<file path="config.mk">
export PLATFORM = sky130hd
export DESIGN_NAME = spiSlaveTop
export DESIGN_NICKNAME = d
export VERILOG_FILES = /design/src/logic/spiSlavePkg.sv /design/src/logic/csrRegFile.sv /design/src/logic/spiCmdMux.sv /design/src/logic/spiFrameRx.sv /design/src/logic/spiSlaveTop.sv
export SDC_FILE = /design/constraint.sdc
export NUM_CORES = 1
export LEC_CHECK = 0
export ABC_AREA = 1
export BUFFER_PORTS_ARGS = -buffer_cell sky130_fd_sc_hd__buf_4
export CORE_ASPECT_RATIO = 1.2
export CORE_MARGIN = 4
export CORE_UTILIZATION = 35
export CTS_CLUSTER_DIAMETER = 50
export DETAILED_ROUTE_END_ITERATION = 6
export GPL_TIMING_DRIVEN = 0
export SETUP_SLACK_MARGIN = 0.2
export SYNTH_ARGS = -nofsm -noshare
export SYNTH_HDL_FRONTEND = slang
export SYNTH_SLANG_ARGS = --single-unit
</file>
<file path="constraint.sdc">
create_clock -name iSysClk -period 2.35 [get_ports iSysClk]
set_clock_uncertainty 0.05 [all_clocks]
set_input_delay 0.47 -clock iSysClk [delete_from_list [all_inputs] [get_ports iSysClk]]
set_output_delay 0.47 -clock iSysClk [all_outputs]
set_load 0.03 [all_outputs]
</file>
<file path="src/logic/spiSlavePkg.sv">
// Shared widths, command codes, frame layout and request types; imported by every SPI slave block
package spiSlavePkg;

	// --------------------------------------------------------------------------
	// Widths with a meaning
	// --------------------------------------------------------------------------
	// SPI data word, CSR contents and read data
	typedef logic [31:0] wordT;
	// Frame address
	typedef logic [31:0] adrsT;
	// Data words still to come in a frame
	typedef logic [15:0] dLenT;
	// Frame command
	typedef logic [1:0] cmdT;

	// --------------------------------------------------------------------------
	// Command codes
	// --------------------------------------------------------------------------
	localparam cmdT cmdCsrRd = 2'd0;
	localparam cmdT cmdCsrWr = 2'd1;
	// Received and dropped
	localparam cmdT cmdRsvd  = 2'd2;
	localparam cmdT cmdUfiWr = 2'd3;

	// --------------------------------------------------------------------------
	// Frame layout
	// --------------------------------------------------------------------------
	// Header is cmd, then adrs, then dLen, MSB first
	localparam int hdrBits  = 50;
	localparam int wordBits = $bits(wordT);

	// One request per completed data word
	typedef struct packed {
		cmdT  cmd;
		adrsT adrs;
		wordT data;
		dLenT dLen;
		logic ed;
	} spiReqT;

	// UFI write control, data travels beside it
	typedef struct packed {
		adrsT adrs;
		logic wEd;
		logic wVd;
	} ufiCtlT;

	// Frame receiver states
	typedef enum logic [1:0] {stIdle, stHdr, stData} rxStateT;

endpackage

</file>
<file path="src/logic/csrRegFile.sv">
// CSR bank behind the SPI slave; clocked write port and combinational read port
`timescale 1ns/10ps
module csrRegFile #(
	parameter int csrAdrsBits = 4
)(
	input  logic                    iSysClk,
	input  logic                    arstN,
	input  spiSlavePkg::wordT       wd,
	input  logic [csrAdrsBits-1:0]  adrs,
	input  logic                    wEd,
	output spiSlavePkg::wordT       rd
);
	import spiSlavePkg::*;

	// Registers addressed by the low address bits
	localparam int regCount = 2 ** csrAdrsBits;

	wordT regs [regCount];

	// --------------------------------------------------------------------------
	// Write port
	// --------------------------------------------------------------------------
	// All registers come out of reset as zero
	always_ff @(posedge iSysClk or negedge arstN)
	begin
		if (!arstN)
		begin
			for (int i = 0; i < regCount; i++)
			begin
				regs[i] <= '0;
			end
		end
		else if (wEd)
		begin
			// Takes effect on this edge
			regs[adrs] <= wd;
		end
	end

	// --------------------------------------------------------------------------
	// Read port
	// --------------------------------------------------------------------------
	// Same address as the write port
	// New value visible the cycle after the write
	assign rd = regs[adrs];

endmodule

</file>
<file path="src/logic/spiCmdMux.sv">
// Request decoder; registers each SPI request onto the CSR write port or the UFI write bus
`timescale 1ns/10ps
module spiCmdMux #(
	parameter int csrAdrsBits = 4,
	parameter int ufiWidth    = 16
)(
	input  logic                     iSysClk,
	input  logic                     arstN,
	input  spiSlavePkg::spiReqT      req,
	output spiSlavePkg::wordT        rdData,
	input  spiSlavePkg::wordT        csrRd,
	output spiSlavePkg::wordT        csrWd,
	output logic [csrAdrsBits-1:0]   csrAdrs,
	output logic                     csrWEd,
	output logic [ufiWidth-1:0]      ufiWd,
	output spiSlavePkg::ufiCtlT      ufiCtl
);
	import spiSlavePkg::*;

	logic csrStb;
	logic ufiStb;
	adrsT ufiAdrs;
	logic ufiWEd;
	logic ufiWVd;

	// Strobe decode by command
	assign csrStb = req.ed && (req.cmd == cmdCsrWr);
	assign ufiStb = req.ed && (req.cmd == cmdUfiWr);

	// CSR read data goes back unregistered
	assign rdData = csrRd;

	// --------------------------------------------------------------------------
	// Data and address, one cycle to line up with the strobes
	// --------------------------------------------------------------------------
	always_ff @(posedge iSysClk)
	begin
		// Low CSR address bits only
		csrWd   <= req.data;
		csrAdrs <= req.adrs[csrAdrsBits-1:0];
		// UFI data is the low part of the word
		ufiWd   <= req.data[ufiWidth-1:0];
		ufiAdrs <= req.adrs;
	end

	// --------------------------------------------------------------------------
	// Write strobes and UFI transfer period
	// --------------------------------------------------------------------------
	always_ff @(posedge iSysClk or negedge arstN)
	begin
		if (!arstN)
		begin
			csrWEd <= 1'b0;
			ufiWEd <= 1'b0;
			ufiWVd <= 1'b0;
		end
		else
		begin
			csrWEd <= csrStb;
			ufiWEd <= ufiStb;
			// Open while words remain, close on the last one
			if (ufiStb)
				ufiWVd <= (req.dLen != '0);
		end
	end

	assign ufiCtl = '{adrs: ufiAdrs, wEd: ufiWEd, wVd: ufiWVd};

	// One target per request
	assert property (@(posedge iSysClk) disable iff (!arstN) !(csrWEd && ufiCtl.wEd));

endmodule

</file>
<file path="src/logic/spiFrameRx.sv">
// SPI mode 0 frame receiver; samples the pins on iSysClk and issues one request per data word
`timescale 1ns/10ps
module spiFrameRx (
	input  logic                 iSysClk,
	input  logic                 arstN,
	input  logic                 sclk,
	input  logic                 mosi,
	input  logic                 csN,
	output logic                 miso,
	input  spiSlavePkg::wordT    rdData,
	output spiSlavePkg::spiReqT  req
);
	import spiSlavePkg::*;

	localparam int cntBits = $clog2(hdrBits);

	// --------------------------------------------------------------------------
	// Pin synchronizers and edge detect
	// --------------------------------------------------------------------------
	logic [1:0] sclkSync;
	logic [1:0] mosiSync;
	logic [1:0] csnSync;
	logic       sclkPrev;
	logic       csnPrev;
	logic       sclkRise;
	logic       sclkFall;
	logic       csnFall;
	logic       csnHigh;

	// Frame state
	rxStateT              state;
	logic [cntBits-1:0]   bitCnt;
	dLenT                 wordsLeft;
	cmdT                  cmdR;
	adrsT                 adrsCnt;
	logic [hdrBits-1:0]   hdrSh;
	logic [hdrBits-1:0]   hdrNext;
	wordT                 dataSh;
	wordT                 dataNext;
	cmdT                  hdrCmd;
	adrsT                 hdrAdrs;
	dLenT                 hdrDLen;
	dLenT                 hdrWords;
	logic                 hdrDone;
	logic                 wordDone;

	// Read data path
	logic                 txLoad;
	wordT                 txSh;

	// Registered request fields
	cmdT                  reqCmd;
	adrsT                 reqAdrs;
	wordT                 reqData;
	dLenT                 reqDLen;
	logic                 reqEd;

	// Idle levels: SCLK low, CSN high
	always_ff @(posedge iSysClk or negedge arstN)
	begin
		if (!arstN)
		begin
			sclkSync <= 2'b00;
			mosiSync <= 2'b00;
			csnSync  <= 2'b11;
			sclkPrev <= 1'b0;
			csnPrev  <= 1'b1;
		end
		else
		begin
			sclkSync <= {sclkSync[0], sclk};
			mosiSync <= {mosiSync[0], mosi};
			csnSync  <= {csnSync[0], csN};
			sclkPrev <= sclkSync[1];
			csnPrev  <= csnSync[1];
		end
	end

	assign sclkRise = sclkSync[1] & ~sclkPrev;
	assign sclkFall = ~sclkSync[1] & sclkPrev;
	assign csnFall  = csnPrev & ~csnSync[1];
	assign csnHigh  = csnSync[1];

	// --------------------------------------------------------------------------
	// Shift paths and header decode
	// --------------------------------------------------------------------------
	assign hdrNext = {hdrSh[hdrBits-2:0], mosiSync[1]};
	assign dataNext = {dataSh[wordBits-2:0], mosiSync[1]};
	assign {hdrCmd, hdrAdrs, hdrDLen} = hdrNext;

	// CSR frames carry exactly one word
	assign hdrWords = ((hdrCmd == cmdUfiWr) || (hdrCmd == cmdRsvd)) ? hdrDLen : dLenT'(1);

	assign hdrDone = (state == stHdr) && sclkRise && !csnHigh &&
		(bitCnt == cntBits'(hdrBits - 1));
	assign wordDone = (state == stData) && sclkRise && !csnHigh &&
		(bitCnt == cntBits'(wordBits - 1));

	// --------------------------------------------------------------------------
	// Frame FSM
	// --------------------------------------------------------------------------
	always_ff @(posedge iSysClk or negedge arstN)
	begin
		if (!arstN)
		begin
			state     <= stIdle;
			bitCnt    <= '0;
			wordsLeft <= '0;
			cmdR      <= cmdCsrRd;
			adrsCnt   <= '0;
			reqEd     <= 1'b0;
		end
		else
		begin
			reqEd <= wordDone;
			// Early CSN rise drops the frame
			if (csnHigh)
			begin
				state  <= stIdle;
				bitCnt <= '0;
			end
			else
			begin
				case (state)
					stIdle:
					begin
						if (csnFall)
						begin
							state  <= stHdr;
							bitCnt <= '0;
						end
					end
					stHdr:
					begin
						if (hdrDone)
						begin
							bitCnt    <= '0;
							wordsLeft <= hdrWords;
							state     <= (hdrWords == '0) ? stIdle : stData;
						end
						else if (sclkRise)
						begin
							bitCnt <= bitCnt + 1'b1;
						end
					end
					stData:
					begin
						if (wordDone)
						begin
							bitCnt    <= '0;
							wordsLeft <= wordsLeft - 1'b1;
							// Last word of the frame
							if (wordsLeft == dLenT'(1))
								state <= stIdle;
						end
						else if (sclkRise)
						begin
							bitCnt <= bitCnt + 1'b1;
						end
					end
					default:
					begin
						state <= stIdle;
					end
				endcase
			end

			// Word address, header base then one up per word
			if (hdrDone)
			begin
				cmdR    <= hdrCmd;
				adrsCnt <= hdrAdrs;
			end
			else if (wordDone)
			begin
				adrsCnt <= adrsCnt + 1'b1;
			end
		end
	end

	// --------------------------------------------------------------------------
	// Shift registers and request payload
	// --------------------------------------------------------------------------
	always_ff @(posedge iSysClk)
	begin
		if ((state == stHdr) && sclkRise)
			hdrSh <= hdrNext;
		if ((state == stData) && sclkRise)
			dataSh <= dataNext;
		// Address lags the counter by one, matching the strobe
		reqAdrs <= adrsCnt;
		reqCmd  <= cmdR;
		if (wordDone)
		begin
			reqData <= dataNext;
			// Words left after this one
			reqDLen <= wordsLeft - 1'b1;
		end
	end

	assign req = '{cmd: reqCmd, adrs: reqAdrs, data: reqData, dLen: reqDLen, ed: reqEd};

	// --------------------------------------------------------------------------
	// MISO for CSR reads
	// --------------------------------------------------------------------------
	// Register value is loaded on the falling edge closing the last header bit
	// Later falling edges shift it out MSB first
	always_ff @(posedge iSysClk or negedge arstN)
	begin
		if (!arstN)
		begin
			txLoad <= 1'b0;
			txSh   <= '0;
		end
		else if (csnHigh)
		begin
			txLoad <= 1'b0;
			txSh   <= '0;
		end
		else if (hdrDone)
		begin
			txLoad <= (hdrCmd == cmdCsrRd);
		end
		else if (sclkFall)
		begin
			if (txLoad)
			begin
				txLoad <= 1'b0;
				txSh   <= rdData;
			end
			else if (state == stData)
			begin
				txSh <= {txSh[wordBits-2:0], 1'b0};
			end
		end
	end

	assign miso = txSh[wordBits-1];

	// Strobe is a single cycle pulse
	assert property (@(posedge iSysClk) disable iff (!arstN) req.ed |=> !req.ed);
	// CSN high always leaves the data phase
	assert property (@(posedge iSysClk) disable iff (!arstN) csnHigh |=> (state != stData));

endmodule

</file>
<file path="src/logic/spiSlaveTop.sv">
// SPI slave front end top level; connects frame receiver, command mux and CSR bank
`timescale 1ns/10ps
module spiSlaveTop #(
	parameter int csrAdrsBits = 4,
	parameter int ufiWidth    = 16
)(
	input  logic                 iSysClk,
	input  logic                 arstN,
	// SPI pins
	input  logic                 sclk,
	input  logic                 mosi,
	input  logic                 csN,
	output logic                 miso,
	// UFI write bus, sink outside
	output logic [ufiWidth-1:0]  ufiWd,
	output spiSlavePkg::ufiCtlT  ufiCtl
);
	import spiSlavePkg::*;

	// Receiver to mux
	spiReqT                 req;
	wordT                   rdData;
	// Mux to CSR bank
	wordT                   csrRd;
	wordT                   csrWd;
	logic [csrAdrsBits-1:0] csrAdrs;
	logic                   csrWEd;

	// --------------------------------------------------------------------------
	// Producer
	// --------------------------------------------------------------------------
	spiFrameRx i_spiFrameRx (
		.iSysClk (iSysClk),
		.arstN   (arstN),
		.sclk    (sclk),
		.mosi    (mosi),
		.csN     (csN),
		.miso    (miso),
		.rdData  (rdData),
		.req     (req)
	);

	// --------------------------------------------------------------------------
	// Command mux
	// --------------------------------------------------------------------------
	spiCmdMux #(
		.csrAdrsBits (csrAdrsBits),
		.ufiWidth    (ufiWidth)
	) i_spiCmdMux (
		.iSysClk (iSysClk),
		.arstN   (arstN),
		.req     (req),
		.rdData  (rdData),
		.csrRd   (csrRd),
		.csrWd   (csrWd),
		.csrAdrs (csrAdrs),
		.csrWEd  (csrWEd),
		.ufiWd   (ufiWd),
		.ufiCtl  (ufiCtl)
	);

	// --------------------------------------------------------------------------
	// CSR bank
	// --------------------------------------------------------------------------
	csrRegFile #(
		.csrAdrsBits (csrAdrsBits)
	) i_csrRegFile (
		.iSysClk (iSysClk),
		.arstN   (arstN),
		.wd      (csrWd),
		.adrs    (csrAdrs),
		.wEd     (csrWEd),
		.rd      (csrRd)
	);

endmodule

</file>
==> results.md <==
- Status: completed
- Vias: 30.0k
- Leakage: 20.3 nW
- Dpl hpwl: 80,900 um
- Reg2reg path depth: 6
- CP Cell Sequence: inv_2 -> nand3_2 -> nor2_2 -> buf_2 -> nor2_1 -> a21oi_1
- Clk Latency, worst-skew pair: 0.68 ns
- Util after Layout: 0.418
- Grt ovf: 0
- CTS Buf Count: 102
- R2R Path End: i_csrRegFile.regs[457]
- Syn_area_per_cell: 8.30 um2
- Largest cells by area after synthesis: dfrtp_1 (43%), nand2_1 (19%), edfxtp_1 (11%)
- Post-synth top area cell: dfrtp_1
- Fmax achieved: 0.475 GHz
- Met3 WL: 5520 um
- Die area: 107,000 um2
- Die Y-Extent: 358 um
- Fin crit share: 0.895
- CTS tree: done
- Placed cell area: 38,100 um2
- Setup Crit Path Kind: flip-flop to flip-flop
- CP startpoint kind: flip-flop
- Critical path startpoint: i_spiCmdMux.csrAdrs[1]
- Layout overhead on the synthesized area: 18.6%
- Ys flop type: dfrtp_1
- Drt wl/cell: 19.2 um
- Total track usage: 0.211
- Rows: 128
- Root Buffer: clkbuf_16
- Sequential fraction of the synthesis area: 0.592
- Max-Cap Viols: 0
- Met1 WL: 47,400 um
- Maximum vdd ir drop: 0.836 mV
- Non-Filler Instances: 5,954
- Vias in the first global route: 29.8k
- Flop2flop setup slack: 0.25 ns
- Worst-path clk slew: 0.06 ns
- Worst EP required: 2.89 ns
- Crit-path max cell delay: 0.51 ns
- Post-layout instance area: 42,500 um2
- Largest net degree at the start of global routing: 116
- Yosys top cell area share: 0.428
- Power Density: 804 nW/um2
- Fin Hold WS: 0.270 ns
- Count leader, synth: nand2_1
- Rel. slew slack: 0.373
- Share of cells above drive strength 1: 0.106
- First-pass GRT wire length: 175,000 um
- Worst setup EP type: flip-flop
- RSZ-0062 raised after global routing: true
- Yosys warnings: 0
- PortBufs: 55
- Slew @ Worst Pin: 0.940 ns
- DRC violations left: 0
- Minimum clock period: 2.10 ns
- Placed Instances: 5,738
- Final ANT Viol Nets: 0
- Initial Util: 0.353
- Post-synth design cell area: 35,800 um2
- GPL Wtd Cong: 0.914
- Crit path DAT: 2.64 ns
- Pre-CTS setup slack: -0.836 ns
- Final TNS setup: 0 ns
- NumNets Final: 4,517
- Pwr Total: 34.2 mW
- Drt first pass iters: 6
- Via density: 5.04
- Clock sink count: 841
- Number of synthesized flops with an enable pin: 128
- Final Worst Setup Slack: 0.246 ns
- Htree depth: 3
- Max Slew Vio Count: 0
- Core area: 102,000 um2
- Worst reg2reg path startpoint: i_spiCmdMux.csrAdrs[1]
- Synth unique cells: 40
- Clk buf depth: 3
- Worst setup path endpoint: i_csrRegFile.regs[457]
- 1st-iter DRT viols: 2,644
- Highest Signal Layer: met4
- Post-synth ARST share: 0.731
- Routed Wire Length: 114,000 um
- Met2 WL: 55,300 um
- HP Class: flip-flop to flip-flop
- Worst path slowest cell: nor2_2
- Die Span X: 300 um
- Initial antenna violation count: 2
- Mapped Nets: 4,327
- Most frequent cells after synthesis: nand2_1 (1,799), dfrtp_1 (612), nor2_1 (417)
- # IOs: 56
- Fin. Hold Viols: 0
- Synth Instances: 4,313
- Final setup violation count: 0
- Crit Path Max Fanout: 10
- Register bit total from synthesis: 841
==> power by group <==
group	switching (mW)	internal (mW)	leakage, nW	total (mW)
sequential	0.252	15.1	10.5	15.4
clock	6.68	10.2	1.77	16.9
combinational	1.27	0.569	8.06	1.84
==> worst min-delay path by stage <==
stage	start	endpoint	slack, ns	cells past startpoint
final	i_spiFrameRx.reqAdrs[3]	i_spiCmdMux.ufiAdrs[3]	0.27	0
after global routing	i_spiFrameRx.reqAdrs[3]	i_spiCmdMux.ufiAdrs[3]	0.27	0
after CTS	i_spiFrameRx.reqAdrs[3]	i_spiCmdMux.ufiAdrs[3]	0.27	0
after detailed placement	i_spiFrameRx.reqAdrs[1]	i_spiCmdMux.csrAdrs[1]	0.26	0
after global placement	i_spiFrameRx.reqAdrs[1]	i_spiCmdMux.csrAdrs[1]	0.26	0
after floorplan	arstN	i_csrRegFile.regs[0]	0.12	0
==> logic make-up after synthesis <==
| logic type | synth area share |
|---|---|
| and+or+nand+nor | 0.270 |
| AOI/OAI and AO/OA | 0.0864 |
| adders and majority gates | 0.00315 |
| DFF | 0.592 |
| xor gates and xnor gates | 0.00367 |
| buffers and inverters | 0.0450 |
==> layer usage <==
metal / track usage / up-vias
met4: 0.106 / 0
met5: 0 / -
met1: 0.265 / 14600
li1: - / 14200
met2: 0.361 / 953
met3: 0.0256 / 323
==> cell usage in the layout (no fill, tap or decap), types with 62 or more instances in the layout <==
master | synthesis | layout
nand3_1 | 173 | 171
o21ai_0 | 314 | 308
clkbuf_16 | 0 | 104
clkbuf_1 | 156 | 116
dfxtp_1 | 98 | 94
edfxtp_1 | 128 | 128
buf_2 | 75 | 62
nor2_1 | 417 | 411
dfrtp_1 | 612 | 611
buf_4 | 19 | 96
nand2_1 | 1799 | 1786
inv_1 | 104 | 99
a21oi_1 | 258 | 258
==> what timing repair did <==
| item | 4_1_cts | 5_1_grt |
|---|---|---|
| hold buffers | 8 | 0 |
| gates cloned | 7 | 0 |
| gates resized for setup | 101 | 90 |
| buffers inserted | 9 | 2 |
| hold endpoints to repair | 62 | 0 |
| endpoints found under the setup margin | 821 | 439 |
| pin swaps | 3 | 2 |
==> final cells by class <==
cell class / count / area [um2]
Timing Repair Buffer: 82 / 883
Fill cell: 10200 / 59100
Antenna cell: 1 / 2.50
Timing Repair inverter: 4 / 30.0
Clock inverter: 64 / 921
Multi-Input combinational cell: 3087 / 13200
Buffer: 274 / 1370
Clock buffer: 125 / 2750
Inverter: 111 / 432
Tap cell: 1365 / 1710
Sequential cell: 841 / 21200
==> state kept, by name (all words and copies together) (netlist names), 2 cells and up <==
signal / flops
i_spiFrameRx.reqData: 32
i_spiFrameRx.dataSh: 31
i_spiFrameRx.reqCmd: 2
i_spiFrameRx.reqAdrs: 32
i_spiFrameRx.adrsCnt: 32
i_spiCmdMux.csrWd: 32
i_spiFrameRx.csnSync: 2
i_spiCmdMux.ufiAdrs: 29
i_spiFrameRx.sclkSync: 2
i_spiFrameRx.wordsLeft: 16
i_spiFrameRx.state: 2
i_spiFrameRx.txSh: 32
i_csrRegFile.regs: 512
i_spiFrameRx.reqDLen: 16
i_spiFrameRx.bitCnt: 6
i_spiCmdMux.csrAdrs: 3
i_spiFrameRx.hdrSh: 49
i_spiFrameRx.mosiSync: 2
i_spiFrameRx.cmdR: 2
==> worst max-delay path: cells and delay by family (launching register included) <==
family	cells	cell delay, ns
AOI/OAI and AO/OA	1	0.16
buffers and inverters	2	0.55
DFF	1	0.41
and+or+nand+nor	3	0.84
No activity file was read; power rests on OpenSTA's default activity.
